$ cat config.mk
export PLATFORM = sky130hd
export DESIGN_NAME = f8_core
export DESIGN_NICKNAME = d
export VERILOG_FILES = /design/src/logic/f8_pkg.sv /design/src/logic/f8_core.sv /design/src/logic/f8_execute.sv /design/src/logic/f8_fetch.sv /design/src/logic/f8_alu.sv /design/src/logic/f8_decoder.sv /design/src/logic/f8_regfile.sv
export SDC_FILE = /design/constraint.sdc
export NUM_CORES = 1
export LEC_CHECK = 0
export BUFFER_PORTS_ARGS = -buffer_cell sky130_fd_sc_hd__buf_2
export CAP_MARGIN = 40
export CORE_UTILIZATION = 50
export CTS_CLUSTER_DIAMETER = 150
export DETAILED_ROUTE_END_ITERATION = 8
export PLACE_DENSITY = 0.73
export SYNTH_ARGS = -nofsm -noshare
export SYNTH_HDL_FRONTEND = slang
export SYNTH_SLANG_ARGS = --single-unit
$ cat constraint.sdc
create_clock -name clk -period 6.4 [get_ports clk]
set_input_delay 0.96 -clock clk [delete_from_list [all_inputs] [get_ports clk]]
set_output_delay 0.96 -clock clk [all_outputs]
set_load 0.1 [all_outputs]
$ cat src/logic/f8_pkg.sv
/* f8 core shared definitions
   opcodes of the kept subset, ALU operations, flags, registers and the control word */

package f8_pkg;
	localparam int WORD_W = 16;
	localparam int BYTE_W = 8;
	localparam int INST_W = 24;

	// even alu opcodes take an immediate, odd ones a direct address
	typedef enum logic [7:0] {
		OP_NOP = 8'h00, OP_TRAP = 8'h01,
		OP_ADD_XL_IMM = 8'h10, OP_ADD_XL_DIR = 8'h11,
		OP_SUB_XL_IMM = 8'h12, OP_SUB_XL_DIR = 8'h13,
		OP_AND_XL_IMM = 8'h14, OP_AND_XL_DIR = 8'h15,
		OP_OR_XL_IMM = 8'h16, OP_OR_XL_DIR = 8'h17,
		OP_XOR_XL_IMM = 8'h18, OP_XOR_XL_DIR = 8'h19,
		OP_CP_XL_IMM = 8'h1a, OP_CP_XL_DIR = 8'h1b,
		OP_INC_XL = 8'h1c, OP_DEC_XL = 8'h1d,
		OP_LD_XL_IMM = 8'h20, OP_LD_XL_DIR = 8'h21,
		OP_LD_XL_YREL = 8'h22, OP_LD_DIR_XL = 8'h23,
		OP_LDW_Y_IMM = 8'h30, OP_LDW_Y_DIR = 8'h31, OP_LDW_DIR_Y = 8'h32,
		OP_ADDW_Y_D = 8'h33, OP_LDW_X_Y = 8'h34, OP_LDW_Z_Y = 8'h35,
		OP_JP_IMM = 8'h40, OP_JR_D = 8'h41, OP_JRZ_D = 8'h42,
		OP_JRNZ_D = 8'h43, OP_JRC_D = 8'h44, OP_JRNC_D = 8'h45
	} opcode_t;

	typedef enum logic [3:0] {
		ALU_ADD, ALU_SUB, ALU_AND, ALU_OR, ALU_XOR,
		ALU_INC, ALU_DEC, ALU_PASS, ALU_ADDW, ALU_PASSW
	} alu_op_t;

	typedef struct packed {
		logic o;
		logic z;
		logic n;
		logic c;
	} flags_t;

	typedef struct packed {
		logic [WORD_W-1:0] x;
		logic [WORD_W-1:0] y;
		logic [WORD_W-1:0] z;
	} regs_t;

	typedef struct packed {
		logic [1:0] sel;
		logic [1:0] byte_en;
		logic [WORD_W-1:0] data;
	} reg_write_t;

	typedef enum logic [2:0] {SRC_IMM8, SRC_IMM16, SRC_MEM, SRC_XL, SRC_Y, SRC_NONE} op_src_t;
	typedef enum logic [2:0] {BR_NONE, BR_JP, BR_JR, BR_JRZ, BR_JRNZ, BR_JRC, BR_JRNC} branch_t;
	typedef enum logic [1:0] {RD_NONE, RD_DIR, RD_YREL} rd_mode_t;
	typedef enum logic [2:0] {DST_NONE, DST_XL, DST_Y, DST_X, DST_Z} dst_t;
	typedef enum logic [1:0] {ST_NONE, ST_BYTE, ST_WORD} store_t;

	typedef struct packed {
		alu_op_t alu_op;
		op_src_t src_a;
		op_src_t src_b;
		dst_t dst;
		store_t store;
		flags_t flag_mask;
		branch_t branch;
		rd_mode_t rd_mode;
		logic [1:0] length;
		logic is_trap;
	} ctrl_t;

	localparam flags_t FLAGS_NONE = '{o: 1'b0, z: 1'b0, n: 1'b0, c: 1'b0};
	localparam flags_t FLAGS_ALL = '{o: 1'b1, z: 1'b1, n: 1'b1, c: 1'b1};
	localparam flags_t FLAGS_ZN = '{o: 1'b0, z: 1'b1, n: 1'b1, c: 1'b0};
	localparam flags_t FLAGS_OZN = '{o: 1'b1, z: 1'b1, n: 1'b1, c: 1'b0};

	localparam ctrl_t CTRL_NOP = '{alu_op: ALU_PASS, src_a: SRC_NONE, src_b: SRC_NONE,
		dst: DST_NONE, store: ST_NONE, flag_mask: FLAGS_NONE, branch: BR_NONE,
		rd_mode: RD_NONE, length: 2'd1, is_trap: 1'b0};
endpackage
$ cat src/logic/f8_core.sv
/* f8 single-cycle core
   fetch, execute and register file on fixed memory ports without handshakes */

`timescale 1ns/1ps

module f8_core import f8_pkg::*;
#(
	parameter logic [WORD_W-1:0] RESET_PC = 16'h4000
)
(
	input logic clk,
	input logic reset,
	output logic [WORD_W-1:0] iread_addr,
	input logic [INST_W-1:0] iread_data,
	output logic [WORD_W-1:0] dread_addr,
	input logic [WORD_W-1:0] dread_data,
	output logic [WORD_W-1:0] dwrite_addr,
	output logic [WORD_W-1:0] dwrite_data,
	output logic [1:0] dwrite_en,
	output logic trap
);
	ctrl_t exe_ctrl;
	logic [WORD_W-1:0] exe_imm;
	flags_t next_flags;
	regs_t regs;
	regs_t next_regs;
	reg_write_t reg_write;

	f8_fetch #(.RESET_PC(RESET_PC)) u_fetch (
		.clk(clk),
		.reset(reset),
		.iread_addr(iread_addr),
		.iread_data(iread_data),
		.next_flags(next_flags),
		.next_regs(next_regs),
		.dread_addr(dread_addr),
		.exe_ctrl(exe_ctrl),
		.exe_imm(exe_imm),
		.exe_pc()
	);

	f8_execute u_execute (
		.clk(clk),
		.reset(reset),
		.exe_ctrl(exe_ctrl),
		.exe_imm(exe_imm),
		.regs(regs),
		.dread_data(dread_data),
		.next_flags(next_flags),
		.reg_write(reg_write),
		.dwrite_addr(dwrite_addr),
		.dwrite_data(dwrite_data),
		.dwrite_en(dwrite_en),
		.trap(trap)
	);

	f8_regfile u_regfile (
		.clk(clk),
		.reg_write(reg_write),
		.regs(regs),
		.next_regs(next_regs)
	);
endmodule

$ cat src/logic/f8_execute.sv
/* f8 execute stage
   operand select, ALU, flag register, register writeback and data write port */

`timescale 1ns/1ps

module f8_execute import f8_pkg::*;
(
	input logic clk,
	input logic reset,
	input ctrl_t exe_ctrl,
	input logic [WORD_W-1:0] exe_imm,
	input regs_t regs,
	input logic [WORD_W-1:0] dread_data,
	output flags_t next_flags,
	output reg_write_t reg_write,
	output logic [WORD_W-1:0] dwrite_addr,
	output logic [WORD_W-1:0] dwrite_data,
	output logic [1:0] dwrite_en,
	output logic trap
);
	flags_t flags;
	flags_t alu_flags;
	logic [WORD_W-1:0] op_a;
	logic [WORD_W-1:0] op_b;
	logic [WORD_W-1:0] result;

	function automatic logic [WORD_W-1:0] operand(input op_src_t src,
		input logic [WORD_W-1:0] imm, input logic [WORD_W-1:0] mem, input regs_t r);
		logic [WORD_W-1:0] val;
		case (src)
			SRC_IMM8:
				val = {{BYTE_W{imm[BYTE_W-1]}}, imm[BYTE_W-1:0]};
			SRC_IMM16:
				val = imm;
			SRC_MEM:
				val = mem;
			SRC_XL:
				val = {{BYTE_W{1'b0}}, r.x[BYTE_W-1:0]};
			SRC_Y:
				val = r.y;
			default:
				val = '0;
		endcase
		return val;
	endfunction

	assign op_a = operand(exe_ctrl.src_a, exe_imm, dread_data, regs);
	assign op_b = operand(exe_ctrl.src_b, exe_imm, dread_data, regs);

	f8_alu u_alu (
		.op(exe_ctrl.alu_op),
		.a(op_a),
		.b(op_b),
		.result(result),
		.flags_out(alu_flags)
	);

	// only masked flags take the new value
	assign next_flags = (alu_flags & exe_ctrl.flag_mask) | (flags & ~exe_ctrl.flag_mask);

	always_ff @(posedge clk)
	begin
		if (reset)
			flags <= FLAGS_NONE;
		else
			flags <= next_flags;
	end

	always_comb
	begin
		reg_write.data = result;
		case (exe_ctrl.dst)
			DST_XL:
				{reg_write.sel, reg_write.byte_en} = {2'd0, 2'b01};
			DST_Y:
				{reg_write.sel, reg_write.byte_en} = {2'd1, 2'b11};
			DST_X:
				{reg_write.sel, reg_write.byte_en} = {2'd0, 2'b11};
			DST_Z:
				{reg_write.sel, reg_write.byte_en} = {2'd2, 2'b11};
			default:
				{reg_write.sel, reg_write.byte_en} = {2'd0, 2'b00};
		endcase
	end

	assign dwrite_addr = exe_imm;
	assign dwrite_data = result;
	assign dwrite_en = (exe_ctrl.store == ST_WORD) ? 2'b11 :
		(exe_ctrl.store == ST_BYTE) ? 2'b01 : 2'b00;
	assign trap = exe_ctrl.is_trap;
endmodule

$ cat src/logic/f8_fetch.sv
/* f8 fetch stage
   program counter, branch resolution, data read address and instruction register */

`timescale 1ns/1ps

module f8_fetch import f8_pkg::*;
#(
	parameter logic [WORD_W-1:0] RESET_PC = 16'h4000
)
(
	input logic clk,
	input logic reset,
	output logic [WORD_W-1:0] iread_addr,
	input logic [INST_W-1:0] iread_data,
	input flags_t next_flags,
	input regs_t next_regs,
	output logic [WORD_W-1:0] dread_addr,
	output ctrl_t exe_ctrl,
	output logic [WORD_W-1:0] exe_imm,
	output logic [WORD_W-1:0] exe_pc
);
	ctrl_t dec_ctrl;
	logic [WORD_W-1:0] pc;
	logic [WORD_W-1:0] next_pc;
	logic [WORD_W-1:0] seq_pc;
	logic [WORD_W-1:0] rel_pc;
	logic [BYTE_W-1:0] disp;

	f8_decoder u_decoder (
		.inst(iread_data),
		.ctrl(dec_ctrl)
	);

	assign disp = iread_data[2*BYTE_W-1:BYTE_W];
	assign seq_pc = pc + WORD_W'(dec_ctrl.length);
	// relative target counts from the instruction now executing
	assign rel_pc = exe_pc + {{BYTE_W{disp[BYTE_W-1]}}, disp};

	always_comb
	begin
		case (dec_ctrl.branch)
			BR_JP:
				next_pc = iread_data[INST_W-1:BYTE_W];
			BR_JR:
				next_pc = rel_pc;
			BR_JRZ:
				next_pc = next_flags.z ? rel_pc : seq_pc;
			BR_JRNZ:
				next_pc = next_flags.z ? seq_pc : rel_pc;
			BR_JRC:
				next_pc = next_flags.c ? rel_pc : seq_pc;
			BR_JRNC:
				next_pc = next_flags.c ? seq_pc : rel_pc;
			default:
				next_pc = seq_pc;
		endcase
		if (reset)
			next_pc = RESET_PC;
	end

	always_comb
	begin
		case (dec_ctrl.rd_mode)
			RD_YREL:
				dread_addr = next_regs.y + {{BYTE_W{1'b0}}, disp};
			RD_DIR:
				dread_addr = iread_data[INST_W-1:BYTE_W];
			default:
				dread_addr = '0;
		endcase
	end

	assign iread_addr = pc;

	always_ff @(posedge clk)
	begin
		pc <= next_pc;
		exe_pc <= pc;
		exe_imm <= iread_data[INST_W-1:BYTE_W];
	end

	always_ff @(posedge clk)
	begin
		if (reset)
			exe_ctrl <= CTRL_NOP;
		else
			exe_ctrl <= dec_ctrl;
	end
endmodule

$ cat src/logic/f8_alu.sv
/* f8 ALU
   8-bit operations on the low byte, 16-bit add and pass, with o z n c flags */

`timescale 1ns/1ps

module f8_alu import f8_pkg::*;
(
	input alu_op_t op,
	input logic [WORD_W-1:0] a,
	input logic [WORD_W-1:0] b,
	output logic [WORD_W-1:0] result,
	output flags_t flags_out
);
	logic [BYTE_W-1:0] a_lo;
	logic [BYTE_W-1:0] b_lo;
	logic [BYTE_W:0] res8;
	logic [WORD_W:0] res16;
	logic ovf;
	logic word_op;

	assign a_lo = a[BYTE_W-1:0];
	assign b_lo = b[BYTE_W-1:0];

	always_comb
	begin
		res8 = {1'b0, a_lo};
		res16 = {1'b0, a};
		ovf = 1'b0;
		word_op = 1'b0;
		case (op)
			ALU_ADD:
			begin
				res8 = {1'b0, a_lo} + {1'b0, b_lo};
				ovf = (a_lo[BYTE_W-1] == b_lo[BYTE_W-1]) && (res8[BYTE_W-1] != a_lo[BYTE_W-1]);
			end
			ALU_SUB:
			begin
				// top bit ends up as the borrow
				res8 = {1'b0, a_lo} - {1'b0, b_lo};
				ovf = (a_lo[BYTE_W-1] != b_lo[BYTE_W-1]) && (res8[BYTE_W-1] != a_lo[BYTE_W-1]);
			end
			ALU_AND:
				res8 = {1'b0, a_lo & b_lo};
			ALU_OR:
				res8 = {1'b0, a_lo | b_lo};
			ALU_XOR:
				res8 = {1'b0, a_lo ^ b_lo};
			ALU_INC:
			begin
				res8 = {1'b0, a_lo} + 1'b1;
				ovf = !a_lo[BYTE_W-1] && res8[BYTE_W-1];
			end
			ALU_DEC:
			begin
				res8 = {1'b0, a_lo} - 1'b1;
				ovf = a_lo[BYTE_W-1] && !res8[BYTE_W-1];
			end
			ALU_ADDW:
			begin
				res16 = {1'b0, a} + {1'b0, b};
				ovf = (a[WORD_W-1] == b[WORD_W-1]) && (res16[WORD_W-1] != a[WORD_W-1]);
				word_op = 1'b1;
			end
			ALU_PASSW:
				word_op = 1'b1;
			default:
				res8 = {1'b0, a_lo};
		endcase

		if (word_op)
		begin
			result = res16[WORD_W-1:0];
			flags_out = '{o: ovf, z: (res16[WORD_W-1:0] == '0), n: res16[WORD_W-1],
				c: res16[WORD_W]};
		end
		else
		begin
			result = {a[WORD_W-1:BYTE_W], res8[BYTE_W-1:0]};
			flags_out = '{o: ovf, z: (res8[BYTE_W-1:0] == '0), n: res8[BYTE_W-1],
				c: res8[BYTE_W]};
		end
	end
endmodule

$ cat src/logic/f8_decoder.sv
/* f8 instruction decoder
   maps one fetched instruction to its control word */

`timescale 1ns/1ps

module f8_decoder import f8_pkg::*;
(
	input logic [INST_W-1:0] inst,
	output ctrl_t ctrl
);
	opcode_t opcode;
	logic alu8;

	assign opcode = opcode_t'(inst[7:0]);

	always_comb
	begin
		ctrl = CTRL_NOP;
		alu8 = 1'b1;
		case (opcode)
			OP_ADD_XL_IMM, OP_ADD_XL_DIR:
				ctrl.alu_op = ALU_ADD;
			OP_SUB_XL_IMM, OP_SUB_XL_DIR, OP_CP_XL_IMM, OP_CP_XL_DIR:
				ctrl.alu_op = ALU_SUB;
			OP_AND_XL_IMM, OP_AND_XL_DIR:
				ctrl.alu_op = ALU_AND;
			OP_OR_XL_IMM, OP_OR_XL_DIR:
				ctrl.alu_op = ALU_OR;
			OP_XOR_XL_IMM, OP_XOR_XL_DIR:
				ctrl.alu_op = ALU_XOR;
			default:
				alu8 = 1'b0;
		endcase

		// two-operand group on xl
		if (alu8)
		begin
			ctrl.src_a = SRC_XL;
			ctrl.flag_mask = (ctrl.alu_op == ALU_ADD || ctrl.alu_op == ALU_SUB) ? FLAGS_ALL : FLAGS_ZN;
			ctrl.dst = (opcode == OP_CP_XL_IMM || opcode == OP_CP_XL_DIR) ? DST_NONE : DST_XL;
			if (inst[0])
			begin
				ctrl.src_b = SRC_MEM;
				ctrl.rd_mode = RD_DIR;
				ctrl.length = 2'd3;
			end
			else
			begin
				ctrl.src_b = SRC_IMM8;
				ctrl.length = 2'd2;
			end
		end

		case (opcode)
			OP_INC_XL, OP_DEC_XL:
			begin
				ctrl.alu_op = (opcode == OP_INC_XL) ? ALU_INC : ALU_DEC;
				ctrl.src_a = SRC_XL;
				ctrl.dst = DST_XL;
				ctrl.flag_mask = FLAGS_OZN;
			end
			OP_LD_XL_IMM, OP_LD_XL_DIR, OP_LD_XL_YREL:
			begin
				ctrl.src_a = (opcode == OP_LD_XL_IMM) ? SRC_IMM8 : SRC_MEM;
				ctrl.dst = DST_XL;
				ctrl.flag_mask = FLAGS_ZN;
				ctrl.rd_mode = (opcode == OP_LD_XL_DIR) ? RD_DIR :
					(opcode == OP_LD_XL_YREL) ? RD_YREL : RD_NONE;
				ctrl.length = (opcode == OP_LD_XL_DIR) ? 2'd3 : 2'd2;
			end
			OP_LD_DIR_XL:
			begin
				ctrl.src_a = SRC_XL;
				ctrl.store = ST_BYTE;
				ctrl.length = 2'd3;
			end
			OP_LDW_Y_IMM, OP_LDW_Y_DIR:
			begin
				ctrl.alu_op = ALU_PASSW;
				ctrl.src_a = (opcode == OP_LDW_Y_IMM) ? SRC_IMM16 : SRC_MEM;
				ctrl.rd_mode = (opcode == OP_LDW_Y_DIR) ? RD_DIR : RD_NONE;
				ctrl.dst = DST_Y;
				ctrl.flag_mask = FLAGS_ZN;
				ctrl.length = 2'd3;
			end
			OP_LDW_DIR_Y, OP_LDW_X_Y, OP_LDW_Z_Y:
			begin
				ctrl.alu_op = ALU_PASSW;
				ctrl.src_a = SRC_Y;
				ctrl.store = (opcode == OP_LDW_DIR_Y) ? ST_WORD : ST_NONE;
				ctrl.dst = (opcode == OP_LDW_X_Y) ? DST_X : (opcode == OP_LDW_Z_Y) ? DST_Z : DST_NONE;
				ctrl.length = (opcode == OP_LDW_DIR_Y) ? 2'd3 : 2'd1;
			end
			OP_ADDW_Y_D:
			begin
				ctrl.alu_op = ALU_ADDW;
				ctrl.src_a = SRC_Y;
				ctrl.src_b = SRC_IMM8;
				ctrl.dst = DST_Y;
				ctrl.flag_mask = FLAGS_ALL;
				ctrl.length = 2'd2;
			end
			OP_JP_IMM:
			begin
				ctrl.branch = BR_JP;
				ctrl.length = 2'd3;
			end
			OP_JR_D, OP_JRZ_D, OP_JRNZ_D, OP_JRC_D, OP_JRNC_D:
			begin
				ctrl.branch = (opcode == OP_JRZ_D) ? BR_JRZ : (opcode == OP_JRNZ_D) ? BR_JRNZ :
					(opcode == OP_JRC_D) ? BR_JRC : (opcode == OP_JRNC_D) ? BR_JRNC : BR_JR;
				ctrl.length = 2'd2;
			end
			OP_TRAP:
				ctrl.is_trap = 1'b1;
			default:
				alu8 = alu8;
		endcase
	end
endmodule

$ cat src/logic/f8_regfile.sv
/* f8 register file
   x, y and z with byte write enables, plus the values after the pending write */

`timescale 1ns/1ps

module f8_regfile import f8_pkg::*;
(
	input logic clk,
	input reg_write_t reg_write,
	output regs_t regs,
	output regs_t next_regs
);
	logic [WORD_W-1:0] file_q [3];
	logic [WORD_W-1:0] file_d [3];

	always_comb
	begin
		for (int i = 0; i < 3; i++)
		begin
			file_d[i] = file_q[i];
			if (reg_write.sel == i[1:0])
			begin
				if (reg_write.byte_en[0])
					file_d[i][BYTE_W-1:0] = reg_write.data[BYTE_W-1:0];
				if (reg_write.byte_en[1])
					file_d[i][WORD_W-1:BYTE_W] = reg_write.data[WORD_W-1:BYTE_W];
			end
		end
	end

	always_ff @(posedge clk)
		file_q <= file_d;

	assign regs = '{x: file_q[0], y: file_q[1], z: file_q[2]};
	// forwarded view for address generation in fetch
	assign next_regs = '{x: file_d[0], y: file_d[1], z: file_d[2]};
endmodule

==> impl_summary.md <==
Routing
The via count is 9060. After the first detailed-routing iteration, the DRC count stood at 641. For this run, the detailed router's first-pass iteration total came to 5. The via count normalized by instance count is 6.09. The detailed-route wire length per cell is 18.7 um.

The DRC violations left is 0. The detail route stage leaves a number of antenna-violating nets equal to 0. The total wirelength of the detailed-routed design is 27800 um.

Synthesis
Of all cell types, the one taking the most synthesized area is dfxtp_1. After synthesis the cells add up to 8450 um^2. The synthesized flop and latch total is 91.

The gate count of the mapped netlist is 1106. The most common cell in the netlist is nand2_1. Counting flops with an async set or reset pin after synthesis yields a share of 0%. The commonest cells after synthesis are nand2_1 (124), nor2_1 (102), dfxtp_1 (83). Yosys attributes the largest share of cell area to dfxtp_1 (20%), ha_1 (8.9%), nand2_1 (5.5%), nor2_1 (4.5%), a21oi_1 (4.1%). In this run the biggest area consumer among cell types represents 19.7% of the synthesized area. Yosys printed 0 warnings. The share of the Yosys chip area taken by registers is 22.5%. The number of distinct library cells after synthesis is 93.

The number of nets in the synthesized netlist is 1213. The average size of a mapped cell is 7.64 um^2. The prevailing post-synth register cell is dfxtp_1. The number of enable-type register cells in the synthesized netlist is 8.

Worst setup path
Data on the critical path is required at its endpoint by 5.44 ns. The worst setup path is captured at an output pin. Along the worst path, the maximum fanout reaches 6. Setup slack on the worst reg-to-reg path comes out at 0.92 ns. Data arrives at the worst endpoint at 5.54 ns.

The worst setup path is of the input pin to output pin kind. The startpoint type of the worst setup path is an input pin.

GRT
The maximum number of pins on one net before global-route repair is 24. The first global-routing pass estimated 44100 um of wire. The number of antenna violations at the first check in global routing is 0. The number of global-route vias before repair was 8438. For this run the aggregate overflow at the end of global routing stands at 0.

Global routing consumed, on the met1 layer, 41.3% of the routing resources. The met3 demand-to-capacity share in global routing is 4.19%. In this run the most used layer during global routing was met2. The met2 global-route usage is 52.2%. The total track usage is 31.4%.

Job
The tool flagged a number of max-cap violations equal to 0.

STA
The worst setup slack after layout is -0.104 ns. The count of final hold-check violations is 0. Headroom to the max-slew limit came out at 43.3%. The final critical path takes up 102% of the cycle. Setup repair after global routing could not meet its margin everywhere. The final worst clock skew is 0.00679 ns. Derived from the worst setup path, the maximum achievable clock frequency is 154 MHz. The clock period minus final worst setup slack is 6.50 ns. The final count of pins violating max slew is 0. Setup violations remaining at the end of the flow were counted as 7. For the pin with the worst max-slew slack, the measured transition is 0.851 ns. The setup TNS is -0.365 ns.

Die
The total core area is 16500 um^2. Once the floorplan was initialized, standard cells occupied 51.1% of the core. The floorplan step defined a die boundary enclosing 17400 um^2. The die is 132 um wide.

The chip height is 132 um. Pin placement for this block handled 109 I/O pins. The floorplan has 47 rows.

Outcome
The final reports fail on setup timing. The run finished, with violations left.

CTS
Buffers inserted during clock tree synthesis total 9. The maximum clock path buffer count is 2. The clock reaches the later pin of the worst-skew pair after 0.34 ns.

The cell sitting at the root of the clock tree is a clkbuf_16. The H-tree level count is 3. The total of hold buffers inserted after clock tree synthesis is 0. Clock-pin slew was measured on the worst setup and hold paths at 0.07 ns. The count of clock tree sinks is 91. The CTS tree is yes.

Pwr
Dividing total power by cell area gives a power density of 157 nW/um^2. The leakage power is 4.56 nW. Total power for the finished layout comes to 1.70 mW.

The largest voltage drop on the vdd net is 0.000177 V.

Placed design
The number of placed instances with taps included is 1459. The number of buffer cells added on primary ports is 108. Routability-driven placement finished with a final weighted congestion of 0.946. The final HPWL from detailed placement is 21600 um.

Finish
The fraction of the core area covered by cells at the end of the flow is 65.2%. The area growth from synthesis to layout is 27.4%. The number of inserted diodes is 0. The final net count is 1370. The number of standard cells in the final layout excluding fillers is 1488.

The layout cell share with drive strength beyond 1 is 27.5%.

Min path
The class of the tightest hold or removal check is flip-flop to flip-flop.
[critical path, stage by stage]
cell	delay (ns)
buf_2	0.12
mux2i_2	0.21
o211ai_2	0.13
ha_1	0.39
buf_4	0.20
o21bai_1	0.18
a2111oi_1	0.12
a211oi_2	0.24
o221ai_2	0.14
or3_4	0.42
a31oi_4	0.19
mux2i_4	0.09
mux2_4	0.29
ha_4	0.22
buf_4	0.14
a21oi_2	0.16
o21ai_1	0.09
a21o_1	0.22
a21oi_4	0.23
nor3_1	0.09
xnor2_1	0.21
a22oi_1	0.13
nor2_4	0.16
buf_12	0.18
[final timing paths]
path | cells past startpoint | startpoint | endpoint
worst min register to register | 0 | u_fetch.iread_addr[0] | u_fetch.exe_pc[0]
worst min-delay path | 0 | u_fetch.iread_addr[0] | u_fetch.exe_pc[0]
worst max-delay path | 24 | dread_data[2] | dread_addr[11]
worst max register to register | 15 | u_fetch.exe_ctrl[21] | u_fetch.iread_addr[10]
[area by class of cell]
cell class              instances  area [um^2]
fillers                      1411         5760
well taps                     220          275
multi-input cells             898         6600
clock inverters                 6         50.0
flip-flops and latches         91         1910
repair buffers                206         1490
clock buffers                  10          229
inverters                      57          219
[cells in the final DEF, fill, tap and decap left out, types with 10 or more instances in the layout]
cell type / instances
nor3_1: 30
buf_4: 93
buf_12: 12
nor2_1: 91
a21o_1: 16
o21ai_0: 48
xor2_1: 22
ha_1: 52
inv_1: 48
nand3_1: 28
buf_2: 96
or3_1: 13
and3_1: 10
or2_2: 10
dfxtp_1: 77
nor2b_1: 13
nand2_1: 119
nand4_1: 14
a21oi_1: 62
xnor2_1: 27
nand2b_1: 18
mux2i_1: 22
a31oi_1: 18
o211ai_1: 28
[where the power goes]
| part | total, mW | internal (mW) | switching [mW] |
|---|---|---|---|
| registers | 0.636 | 0.610 | 0.0262 |
| logic | 0.556 | 0.201 | 0.356 |
| clock network | 0.503 | 0.268 | 0.234 |
| total | 1.70 | 1.08 | 0.616 |
[logic make-up after synthesis]
logic type / Yosys count / share of synthesized area (%)
adder cells (fa/ha/maj): 65 / 10.1
flip-flops: 91 / 22.5
AO/OA/AOI/OAI: 330 / 27.4
AND/OR/NAND/NOR: 420 / 24.9
XOR/XNOR: 51 / 5.28
buffers and inverters: 117 / 5.82
multiplexers: 32 / 4.04
[stage by stage]
step                hold slack (ns)  setup slack, ns  cell area, um^2
global placement              0.360           -0.130            10100
global route                  0.384           -0.336            10800
floorplan                     0.445           -0.262             8760
detailed placement            0.366           -0.189            10100
CTS                           0.376          0.00351            10500
finish                        0.377           -0.104            10800
[metal layers]
metal  part of all wire [%]  wire length (um)
met5                      0                 0
met4                    3.2               879
met3                    6.9              1920
met2                     47             12900
met1                     43             12000
[registers in the layout (all words and copies together), names as in the netlist]
register            count
u_execute.flags         2
u_fetch.exe_ctrl       17
u_fetch.exe_imm        16
u_fetch.exe_pc         16
u_fetch.iread_addr     16
u_regfile.regs         24
[repair_timing]
action / CTS / global route
endpoints found under the hold margin: 0 / 0
resized for setup: 20 / 35
buffers inserted: 5 / 8
endpoints found under the setup margin: 9 / 9
pin swaps: 10 / 32
Note: power is estimated with default switching activity, not from simulation.
